**config.mk**
```make
export PLATFORM = sky130hd
export DESIGN_NAME = frontend_top
export DESIGN_NICKNAME = d
export VERILOG_FILES = /design/src/logic/fetch_pkg.sv /design/src/logic/fetch_unit.sv /design/src/logic/frontend_top.sv /design/src/logic/gselect_predictor.sv /design/src/logic/inst_queue.sv /design/src/logic/next_pc_select.sv
export SDC_FILE = /design/constraint.sdc
export NUM_CORES = 2
export LEC_CHECK = 0
export BUFFER_PORTS_ARGS = -buffer_cell sky130_fd_sc_hd__buf_2
export CORE_ASPECT_RATIO = 1.25
export CORE_MARGIN = 3
export CORE_UTILIZATION = 57
export DETAILED_ROUTE_END_ITERATION = 10
export PLACE_DENSITY = 0.75
export SYNTH_ARGS = -nofsm -noshare
export SYNTH_HDL_FRONTEND = slang
export SYNTH_SLANG_ARGS = --single-unit
```
**constraint.sdc**
```tcl
create_clock -name clk -period 20.9 [get_ports clk]
set_clock_uncertainty 0.1 [all_clocks]
set_input_delay 3.135 -clock clk [delete_from_list [all_inputs] [get_ports clk]]
set_output_delay 3.135 -clock clk [all_outputs]
set_load 0.03 [all_outputs]
```
**src/logic/fetch_pkg.sv**
```systemverilog
`default_nettype none

package fetch_pkg;

    // datapath and line geometry
    localparam int XLEN           = 32;
    localparam int LINE_BITS      = 256;
    localparam int WORDS_PER_LINE = LINE_BITS / XLEN;
    localparam int OFFSET_BITS    = $clog2(LINE_BITS / 8);

    typedef logic [LINE_BITS-1:0] line_t;

    localparam logic [XLEN-1:0] RESET_PC = 32'haaaaa000;

    // opcodes seen by predecode
    localparam logic [6:0] OP_BRANCH = 7'b1100011;
    localparam logic [6:0] OP_JAL    = 7'b1101111;

    // gselect sizing, index is {pc bits, history}
    localparam int         PC_INDEX_BITS = 4;
    localparam int         GHR_BITS      = 4;
    localparam int         PRED_ENTRIES  = 1 << (PC_INDEX_BITS + GHR_BITS);
    localparam logic [1:0] COUNTER_INIT  = 2'b01;

    localparam int IQ_DEPTH = 16;

    // one instruction word, viewed as B-type or J-type
    typedef union packed {
        struct packed {
            logic       imm_12;
            logic [5:0] imm_10_5;
            logic [4:0] rs2;
            logic [4:0] rs1;
            logic [2:0] funct3;
            logic [3:0] imm_4_1;
            logic       imm_11;
            logic [6:0] opcode;
        } b_form;
        struct packed {
            logic       imm_20;
            logic [9:0] imm_10_1;
            logic       imm_11;
            logic [7:0] imm_19_12;
            logic [4:0] rd;
            logic [6:0] opcode;
        } j_form;
    } inst_u;

endpackage : fetch_pkg

`default_nettype wire

```
**src/logic/fetch_unit.sv**
```systemverilog
`timescale 1ns/1ps
`default_nettype none

module fetch_unit (
    input  logic                       clk,
    input  logic                       rst,

    // line port
    input  fetch_pkg::line_t           line_data_i,
    input  logic                       line_valid_i,
    output logic                       line_req_o,
    output logic [fetch_pkg::XLEN-1:0] line_addr_o,

    // redirect from the back end
    input  logic                       redirect_i,
    input  logic [fetch_pkg::XLEN-1:0] redirect_pc_i,

    // queue side
    input  logic                       iq_full_i,
    output logic                       push_o,
    output logic [fetch_pkg::XLEN-1:0] push_inst_o,
    output logic [fetch_pkg::XLEN-1:0] push_pc_o,
    output logic                       push_pred_o,

    // predecode loop
    input  logic [fetch_pkg::XLEN-1:0] next_pc_i,
    input  logic                       pred_i,
    output logic [fetch_pkg::XLEN-1:0] fetch_pc_o,
    output logic [fetch_pkg::XLEN-1:0] fetch_inst_o
);
    import fetch_pkg::*;

    logic [XLEN-1:0]                     pc_q;
    line_t                               line_q;
    logic [XLEN-1:OFFSET_BITS]           line_tag_q;
    logic                                line_valid_q;
    logic                                line_req_q;
    logic [XLEN-1:0]                     line_addr_q;
    logic                                outstanding_q;
    logic                                stale_q;
    logic                                hit;
    logic                                need_line;
    logic [$clog2(WORDS_PER_LINE)-1:0]   word_sel;

    assign hit = line_valid_q && (line_tag_q == pc_q[XLEN-1:OFFSET_BITS]);

    // no new request on a redirect edge, the pc is about to move
    assign need_line = !hit && !outstanding_q && !redirect_i;

    assign word_sel     = pc_q[OFFSET_BITS-1:2];
    assign fetch_pc_o   = pc_q;
    assign fetch_inst_o = line_q[word_sel*XLEN +: XLEN];

    // one word per cycle while the pc stays in the buffered line
    assign push_o      = hit && !iq_full_i;
    assign push_inst_o = fetch_inst_o;
    assign push_pc_o   = pc_q;
    assign push_pred_o = pred_i;

    assign line_req_o  = line_req_q;
    assign line_addr_o = line_addr_q;

    always_ff @(posedge clk) begin
        if (rst) begin
            pc_q          <= RESET_PC;
            line_valid_q  <= 1'b0;
            line_req_q    <= 1'b0;
            outstanding_q <= 1'b0;
            stale_q       <= 1'b0;
        end else begin
            line_req_q <= 1'b0;

            if (redirect_i) begin
                pc_q <= redirect_pc_i;
            end else if (push_o) begin
                pc_q <= next_pc_i;
            end

            if (line_valid_i) begin
                // a stale answer only frees the port
                outstanding_q <= 1'b0;
                stale_q       <= 1'b0;
                if (!stale_q) begin
                    line_valid_q <= 1'b1;
                end
            end else if (redirect_i && outstanding_q) begin
                stale_q <= 1'b1;
            end else if (need_line) begin
                line_req_q    <= 1'b1;
                outstanding_q <= 1'b1;
            end
        end
    end

    // line data, tag and request address
    always_ff @(posedge clk) begin
        if (need_line) begin
            line_addr_q <= {pc_q[XLEN-1:OFFSET_BITS], {OFFSET_BITS{1'b0}}};
        end
        if (line_valid_i && !stale_q) begin
            line_q     <= line_data_i;
            line_tag_q <= line_addr_q[XLEN-1:OFFSET_BITS];
        end
    end

    // no new request while a dropped answer is still due
    one_outstanding: assert property (
        @(posedge clk) disable iff (rst)
        stale_q |-> !line_req_o
    );

endmodule : fetch_unit

`default_nettype wire

```
**src/logic/frontend_top.sv**
```systemverilog
`timescale 1ns/1ps
`default_nettype none

module frontend_top (
    input  logic                       clk,
    input  logic                       rst,

    // line port
    output logic                       line_req_o,
    output logic [fetch_pkg::XLEN-1:0] line_addr_o,
    input  fetch_pkg::line_t           line_data_i,
    input  logic                       line_valid_i,

    // queue head
    output logic                       iq_empty_o,
    output logic [fetch_pkg::XLEN-1:0] iq_inst_o,
    output logic [fetch_pkg::XLEN-1:0] iq_pc_o,
    output logic                       iq_pred_o,
    input  logic                       pop_i,

    // redirect and training
    input  logic                       redirect_i,
    input  logic [fetch_pkg::XLEN-1:0] redirect_pc_i,
    input  logic                       update_i,
    input  logic [fetch_pkg::XLEN-1:0] update_pc_i,
    input  logic                       update_taken_i
);
    import fetch_pkg::*;

    logic [XLEN-1:0] fetch_pc;
    logic [XLEN-1:0] fetch_inst;
    logic            predict_taken;
    logic [XLEN-1:0] next_pc;
    logic            pred;
    logic            push;
    logic [XLEN-1:0] push_inst;
    logic [XLEN-1:0] push_pc;
    logic            push_pred;
    logic            iq_full;

    fetch_unit i_fetch_unit (
        .clk           (clk),
        .rst           (rst),
        .line_data_i   (line_data_i),
        .line_valid_i  (line_valid_i),
        .line_req_o    (line_req_o),
        .line_addr_o   (line_addr_o),
        .redirect_i    (redirect_i),
        .redirect_pc_i (redirect_pc_i),
        .iq_full_i     (iq_full),
        .push_o        (push),
        .push_inst_o   (push_inst),
        .push_pc_o     (push_pc),
        .push_pred_o   (push_pred),
        .next_pc_i     (next_pc),
        .pred_i        (pred),
        .fetch_pc_o    (fetch_pc),
        .fetch_inst_o  (fetch_inst)
    );

    gselect_predictor i_gselect_predictor (
        .clk             (clk),
        .rst             (rst),
        .predict_pc_i    (fetch_pc),
        .update_i        (update_i),
        .update_pc_i     (update_pc_i),
        .update_taken_i  (update_taken_i),
        .predict_taken_o (predict_taken)
    );

    next_pc_select i_next_pc_select (
        .pc_i            (fetch_pc),
        .inst_i          (fetch_inst),
        .predict_taken_i (predict_taken),
        .next_pc_o       (next_pc),
        .pred_o          (pred)
    );

    // redirect also empties the queue
    inst_queue #(
        .DEPTH (IQ_DEPTH)
    ) i_inst_queue (
        .clk         (clk),
        .rst         (rst),
        .flush_i     (redirect_i),
        .push_i      (push),
        .push_inst_i (push_inst),
        .push_pc_i   (push_pc),
        .push_pred_i (push_pred),
        .pop_i       (pop_i),
        .full_o      (iq_full),
        .empty_o     (iq_empty_o),
        .head_inst_o (iq_inst_o),
        .head_pc_o   (iq_pc_o),
        .head_pred_o (iq_pred_o)
    );

endmodule : frontend_top

`default_nettype wire

```
**src/logic/gselect_predictor.sv**
```systemverilog
`timescale 1ns/1ps
`default_nettype none

module gselect_predictor (
    input  logic                       clk,
    input  logic                       rst,
    input  logic [fetch_pkg::XLEN-1:0] predict_pc_i,
    input  logic                       update_i,
    input  logic [fetch_pkg::XLEN-1:0] update_pc_i,
    input  logic                       update_taken_i,
    output logic                       predict_taken_o
);
    import fetch_pkg::*;

    logic [1:0]                          counters [PRED_ENTRIES];
    logic [GHR_BITS-1:0]                 ghr_q;
    logic [PC_INDEX_BITS+GHR_BITS-1:0]   predict_idx;
    logic [PC_INDEX_BITS+GHR_BITS-1:0]   update_idx;
    logic [1:0]                          update_ctr;

    // word-address bits above the byte offset, then history
    assign predict_idx = {predict_pc_i[PC_INDEX_BITS+1:2], ghr_q};
    assign update_idx  = {update_pc_i[PC_INDEX_BITS+1:2], ghr_q};

    // msb of the counter is the taken guess
    assign predict_taken_o = counters[predict_idx][1];
    assign update_ctr      = counters[update_idx];

    always_ff @(posedge clk) begin
        if (rst) begin
            for (int i = 0; i < PRED_ENTRIES; i++) begin
                counters[i] <= COUNTER_INIT;
            end
            ghr_q <= '0;
        end else if (update_i) begin
            // saturate toward the resolved direction
            if (update_taken_i) begin
                if (update_ctr != 2'b11) begin
                    counters[update_idx] <= update_ctr + 2'd1;
                end
            end else begin
                if (update_ctr != 2'b00) begin
                    counters[update_idx] <= update_ctr - 2'd1;
                end
            end
            // newest outcome enters at bit 0
            ghr_q <= {ghr_q[GHR_BITS-2:0], update_taken_i};
        end
    end

    // training only ever comes from real instruction addresses
    update_pc_aligned: assert property (
        @(posedge clk) disable iff (rst)
        update_i |-> (update_pc_i[1:0] == 2'b00)
    );

endmodule : gselect_predictor

`default_nettype wire

```
**src/logic/inst_queue.sv**
```systemverilog
`timescale 1ns/1ps
`default_nettype none

module inst_queue #(
    parameter int DEPTH = fetch_pkg::IQ_DEPTH
) (
    input  logic                       clk,
    input  logic                       rst,
    input  logic                       flush_i,
    input  logic                       push_i,
    input  logic [fetch_pkg::XLEN-1:0] push_inst_i,
    input  logic [fetch_pkg::XLEN-1:0] push_pc_i,
    input  logic                       push_pred_i,
    input  logic                       pop_i,
    output logic                       full_o,
    output logic                       empty_o,
    output logic [fetch_pkg::XLEN-1:0] head_inst_o,
    output logic [fetch_pkg::XLEN-1:0] head_pc_o,
    output logic                       head_pred_o
);
    import fetch_pkg::*;

    logic [XLEN-1:0]          inst_mem [DEPTH];
    logic [XLEN-1:0]          pc_mem   [DEPTH];
    logic                     pred_mem [DEPTH];
    logic [$clog2(DEPTH)-1:0] wr_ptr_q;
    logic [$clog2(DEPTH)-1:0] rd_ptr_q;
    logic [$clog2(DEPTH):0]   count_q;
    logic                     do_push;
    logic                     do_pop;

    assign full_o  = (count_q == ($clog2(DEPTH)+1)'(DEPTH));
    assign empty_o = (count_q == '0);

    assign do_push = push_i && !full_o;
    assign do_pop  = pop_i && !empty_o;

    assign head_inst_o = inst_mem[rd_ptr_q];
    assign head_pc_o   = pc_mem[rd_ptr_q];
    assign head_pred_o = pred_mem[rd_ptr_q];

    // pointers wrap naturally, depth is a power of two
    always_ff @(posedge clk) begin
        if (rst || flush_i) begin
            wr_ptr_q <= '0;
            rd_ptr_q <= '0;
            count_q  <= '0;
        end else begin
            if (do_push) begin
                wr_ptr_q <= wr_ptr_q + 1'b1;
            end
            if (do_pop) begin
                rd_ptr_q <= rd_ptr_q + 1'b1;
            end
            case ({do_push, do_pop})
                2'b10:   count_q <= count_q + 1'b1;
                2'b01:   count_q <= count_q - 1'b1;
                default: count_q <= count_q;
            endcase
        end
    end

    always_ff @(posedge clk) begin
        if (do_push) begin
            inst_mem[wr_ptr_q] <= push_inst_i;
            pc_mem[wr_ptr_q]   <= push_pc_i;
            pred_mem[wr_ptr_q] <= push_pred_i;
        end
    end

    // fetch must stall on full
    no_push_when_full: assert property (
        @(posedge clk) disable iff (rst)
        push_i |-> !full_o
    );

endmodule : inst_queue

`default_nettype wire

```
**src/logic/next_pc_select.sv**
```systemverilog
`timescale 1ns/1ps
`default_nettype none

module next_pc_select (
    input  logic [fetch_pkg::XLEN-1:0] pc_i,
    input  fetch_pkg::inst_u           inst_i,
    input  logic                       predict_taken_i,
    output logic [fetch_pkg::XLEN-1:0] next_pc_o,
    output logic                       pred_o
);
    import fetch_pkg::*;

    logic [XLEN-1:0] b_imm;
    logic [XLEN-1:0] j_imm;
    logic            is_branch;
    logic            is_jal;

    // B-type immediate, bit 0 always zero
    assign b_imm = {{(XLEN-13){inst_i.b_form.imm_12}},
                    inst_i.b_form.imm_12,
                    inst_i.b_form.imm_11,
                    inst_i.b_form.imm_10_5,
                    inst_i.b_form.imm_4_1,
                    1'b0};

    // J-type immediate
    assign j_imm = {{(XLEN-21){inst_i.j_form.imm_20}},
                    inst_i.j_form.imm_20,
                    inst_i.j_form.imm_19_12,
                    inst_i.j_form.imm_11,
                    inst_i.j_form.imm_10_1,
                    1'b0};

    assign is_branch = (inst_i.b_form.opcode == OP_BRANCH);
    assign is_jal    = (inst_i.j_form.opcode == OP_JAL);

    always_comb begin
        next_pc_o = pc_i + 32'd4;
        pred_o    = 1'b0;
        if (is_jal) begin
            // unconditional, no need to ask the table
            next_pc_o = pc_i + j_imm;
            pred_o    = 1'b1;
        end else if (is_branch && predict_taken_i) begin
            next_pc_o = pc_i + b_imm;
            pred_o    = 1'b1;
        end
    end

endmodule : next_pc_select

`default_nettype wire

```
==> flow_summary.ini <==
[run_status]
status = complete, no violations

[worst_setup_path]
cp.required_ps = 17670
cpLargestDelayFamily = buffers and inverters
cp_slowest_stage_delay_ps = 870
path_max_fanout = 49
timing_worst_setup_path_type = register to primary output
regToRegSetupSlack_ps = 13520
critical_path.reg2reg.startpoint = i_gselect_predictor.ghr_q[0]
startpoint_type = register
cp_slowest_cell = buf_4
r2r_cells = 12
crit_arrival_ps = 4660
worstSetupEndpointType = primary output
path_buf_inv = 3
reg2reg_to = i_gselect_predictor.counters[19][0]
crit_chain = buf_4 > buf_4 > mux4_2 > mux4_2 > buf_2

[synth]
synth_top_area_share_pct = 68.02
synth_area_leaders = edfxtp_1 68%, mux4_2 14%, o21bai_1 2.2%
synth_seq_area_share_pct = 69.41
async_reset_ff_share_pct = 0
yosysUniqueCellTypes = 81
ys.flop_type = edfxtp_1
ys_ff_latch = 1919
yosysWarnings = 0
postSynthCellCount = 4845
synth_top_area_cell = edfxtp_1
postSynthAreaPerCell_um2 = 16.97
synth.cell_area_um2 = 82210
synth_edf_count = 1862

[route]
num_vias = 48910
vias_per_cell = 6.737
wl_per_cell_um = 33.62
first_pass_iters = 9
postRouteAntennaNets = 0
drt_iter0_markers = 6701
drc = 0
routed_wl_mm = 244.1

[timing]
max_freq_ghz = 0.1267
finalMaxSlewViolations = 0
tightest_slew_ps = 1349
tns_ps = 0
rsz0062_at_grt = no
slew_headroom_pct = 9.834
period_share_pct = 37.78
min_period_ps = 7895
finalHoldViolCount = 0
setup_viol = 0

[cts]
htree_levels = 4
clock_path_buffers = 3
clock_latency_ps = 840
cts_root_buf = clkbuf_16
cts_sinks = 1919
post_cts_resized = 0
cts_tree = yes
clk_pin_slew_ps = 70
cts_hold_buf = 0
post_cts_buffers = 0
cts_made_buffers = 179

[min_path]
min_from = i_fetch_unit.line_addr_o[19]
worstHoldEndpoint = i_fetch_unit.line_tag_q[19]
hp-class = register to register
whs_path_depth = 0

[pwr]
peakVddDrop_mv = 0.08341
p_comb_share_pct = 7.0
switchingPower_w = 0.001848
pwr-share-seq_pct = 53.8
power_density_nw_per_um2 = 87.72
power_leakage_nw = 28.67
swShare_pct = 22.88
total_power_w = 0.008074
intPower_w = 0.006226
clockPowerShare_pct = 39.3

[placement]
place_inst = 6908
gp_congestion = 1.066
portBuffers = 392
hpwl_mm = 151.4

[die]
die_w_um = 345.7
fp.dieH_um = 430.6
io_pins = 426
initial_core_util_pct = 57.51
rows = 155
coreArea_um2 = 142900
die_area_um2 = 148800

[finish]
mostFrequentLayoutCells = 1,862 x edfxtp_1, 514 x mux4_2, 453 x nand2_1
drive_above_1_share_pct = 25.74
area.growth.synth_to_final_pct = 11.96
finalNonFillerCells = 7260
mostFrequentLayoutCell = edfxtp_1
layout.nets = 5588

[global_route]
grt_overflow = 0
grt_max_degree = 109
antenna_found_initial = 34
grt_first_pass_wirelength_mm = 348.1
grtUsageTotal_pct = 32.79
grt_pass1_vias = 49590

[job]
cap_violations = 0
[cell families (layout without fill, tap and decap cells)]
family | count (synthesis) | count (layout) | synth area share [%]
AND/OR/NAND/NOR | 1143 | 1143 | 6.138
multiplexers | 587 | 587 | 14.98
adder cells (fa/ha/maj) | 56 | 56 | 0.8798
other | 1 | 31 | 0.004562
buffers and inverters | 401 | 902 | 2.065
XOR/XNOR | 110 | 110 | 1.172
AO/OA/AOI/OAI | 628 | 628 | 5.350
flip-flops | 1919 | 1919 | 69.41
[worst max-delay path by stage]
stage | from | endpoint | slack, ps | depth (start not counted)
2_1_floorplan | line_valid_i | i_fetch_unit.line_q[0] | 4500 | 1
3_3_place_gp | update_pc_i[3] | i_gselect_predictor.counters[111][1] | 12770 | 11
3_5_place_dp | update_pc_i[3] | i_gselect_predictor.counters[25][0] | 12670 | 11
4_1_cts | register | iq_pc_o[25] | 12790 | 5
5_1_grt | register | iq_pc_o[15] | 12590 | 5
6_report | register | iq_pc_o[15] | 13000 | 5
[flip-flops by register name, summed over array words and instances (netlist names), named ones only]
| register | count |
|---|---|
| i_inst_queue.count_q | 5 |
| i_fetch_unit.line_q | 256 |
| i_fetch_unit.outstanding_q | 1 |
| i_inst_queue.pred_mem | 16 |
| i_fetch_unit.line_req_o | 1 |
| i_inst_queue.rd_ptr_q | 4 |
| i_gselect_predictor.ghr_q | 4 |
| i_fetch_unit.line_valid_q | 1 |
| i_gselect_predictor.counters | 512 |
| i_inst_queue.inst_mem | 512 |
| i_fetch_unit.line_tag_q | 27 |
| i_fetch_unit.line_addr_o | 27 |
| i_inst_queue.pc_mem | 512 |
| i_fetch_unit.stale_q | 1 |
| i_fetch_unit.fetch_pc_o | 32 |
| i_inst_queue.wr_ptr_q | 4 |
[power groups by stage]
stage | registers, W | logic, W | clock network [W]
final | 0.00434 | 0.000563 | 0.00317
after global routing | 0.00434 | 0.000595 | 0.00333
after CTS | 0.00434 | 0.000551 | 0.00319
after detailed placement | 0.00442 | 0.000547 | 0
after global placement | 0.00442 | 0.000536 | 0
after floorplan | 0.00443 | 0.000330 | 0
[synth_stat cells (35+ instances only)]
cell type and number:
o21bai_1 246, buf_1 46, clkbuf_1 232, ha_1 53, xor2_1 50, mux4_2 514
mux2i_1 67, buf_2 58, nand3_1 55, xnor2_1 60, a22oi_1 40, edfxtp_1 1862
nor2_1 386, dfxtp_1 57, a21o_1 35, nand2_1 453, o21ai_0 59, a21oi_1 100
inv_1 38
[through the flow]
stage	cell area, um2	setup WS [ps]	utilization, %	hold WS, ps
2_1_floorplan	82220	4501	-	362.2
3_3_place_gp	86350	12770	60.41	325.3
3_5_place_dp	86350	12670	60.41	329.7
4_1_cts	91970	12790	64.35	331.0
5_1_grt	92010	12590	64.38	354.4
6_report	92040	13000	64.39	339.3
[per-layer routing]
layer	global-route usage, %	up-vias	routed length [um]
li1	-	19860	-
met1	40.17	24870	79990
met2	54.09	3366	121500
met3	7.365	820	25880
met4	19.08	4	16630
met5	0	-	27
[layout make-up]
cell class | instances | area [um2]
sequential | 1919 | 57090
inverter | 41 | 153.9
clock inverter | 98 | 899.6
antenna | 26 | 65.06
timing repair buffer | 535 | 3067
multi-input combinational | 2529 | 23680
fill | 9685 | 50890
tap | 1884 | 2357
clock buffer | 228 | 4727
[worst register-to-register path: cells and delay by family, from the launching register on]
kind	cells	cell delay [ps]
buf+inv	2	1410
compound gates	2	460
flops	1	760
simple gates	8	4370
Power figures use the tool's default switching activity.
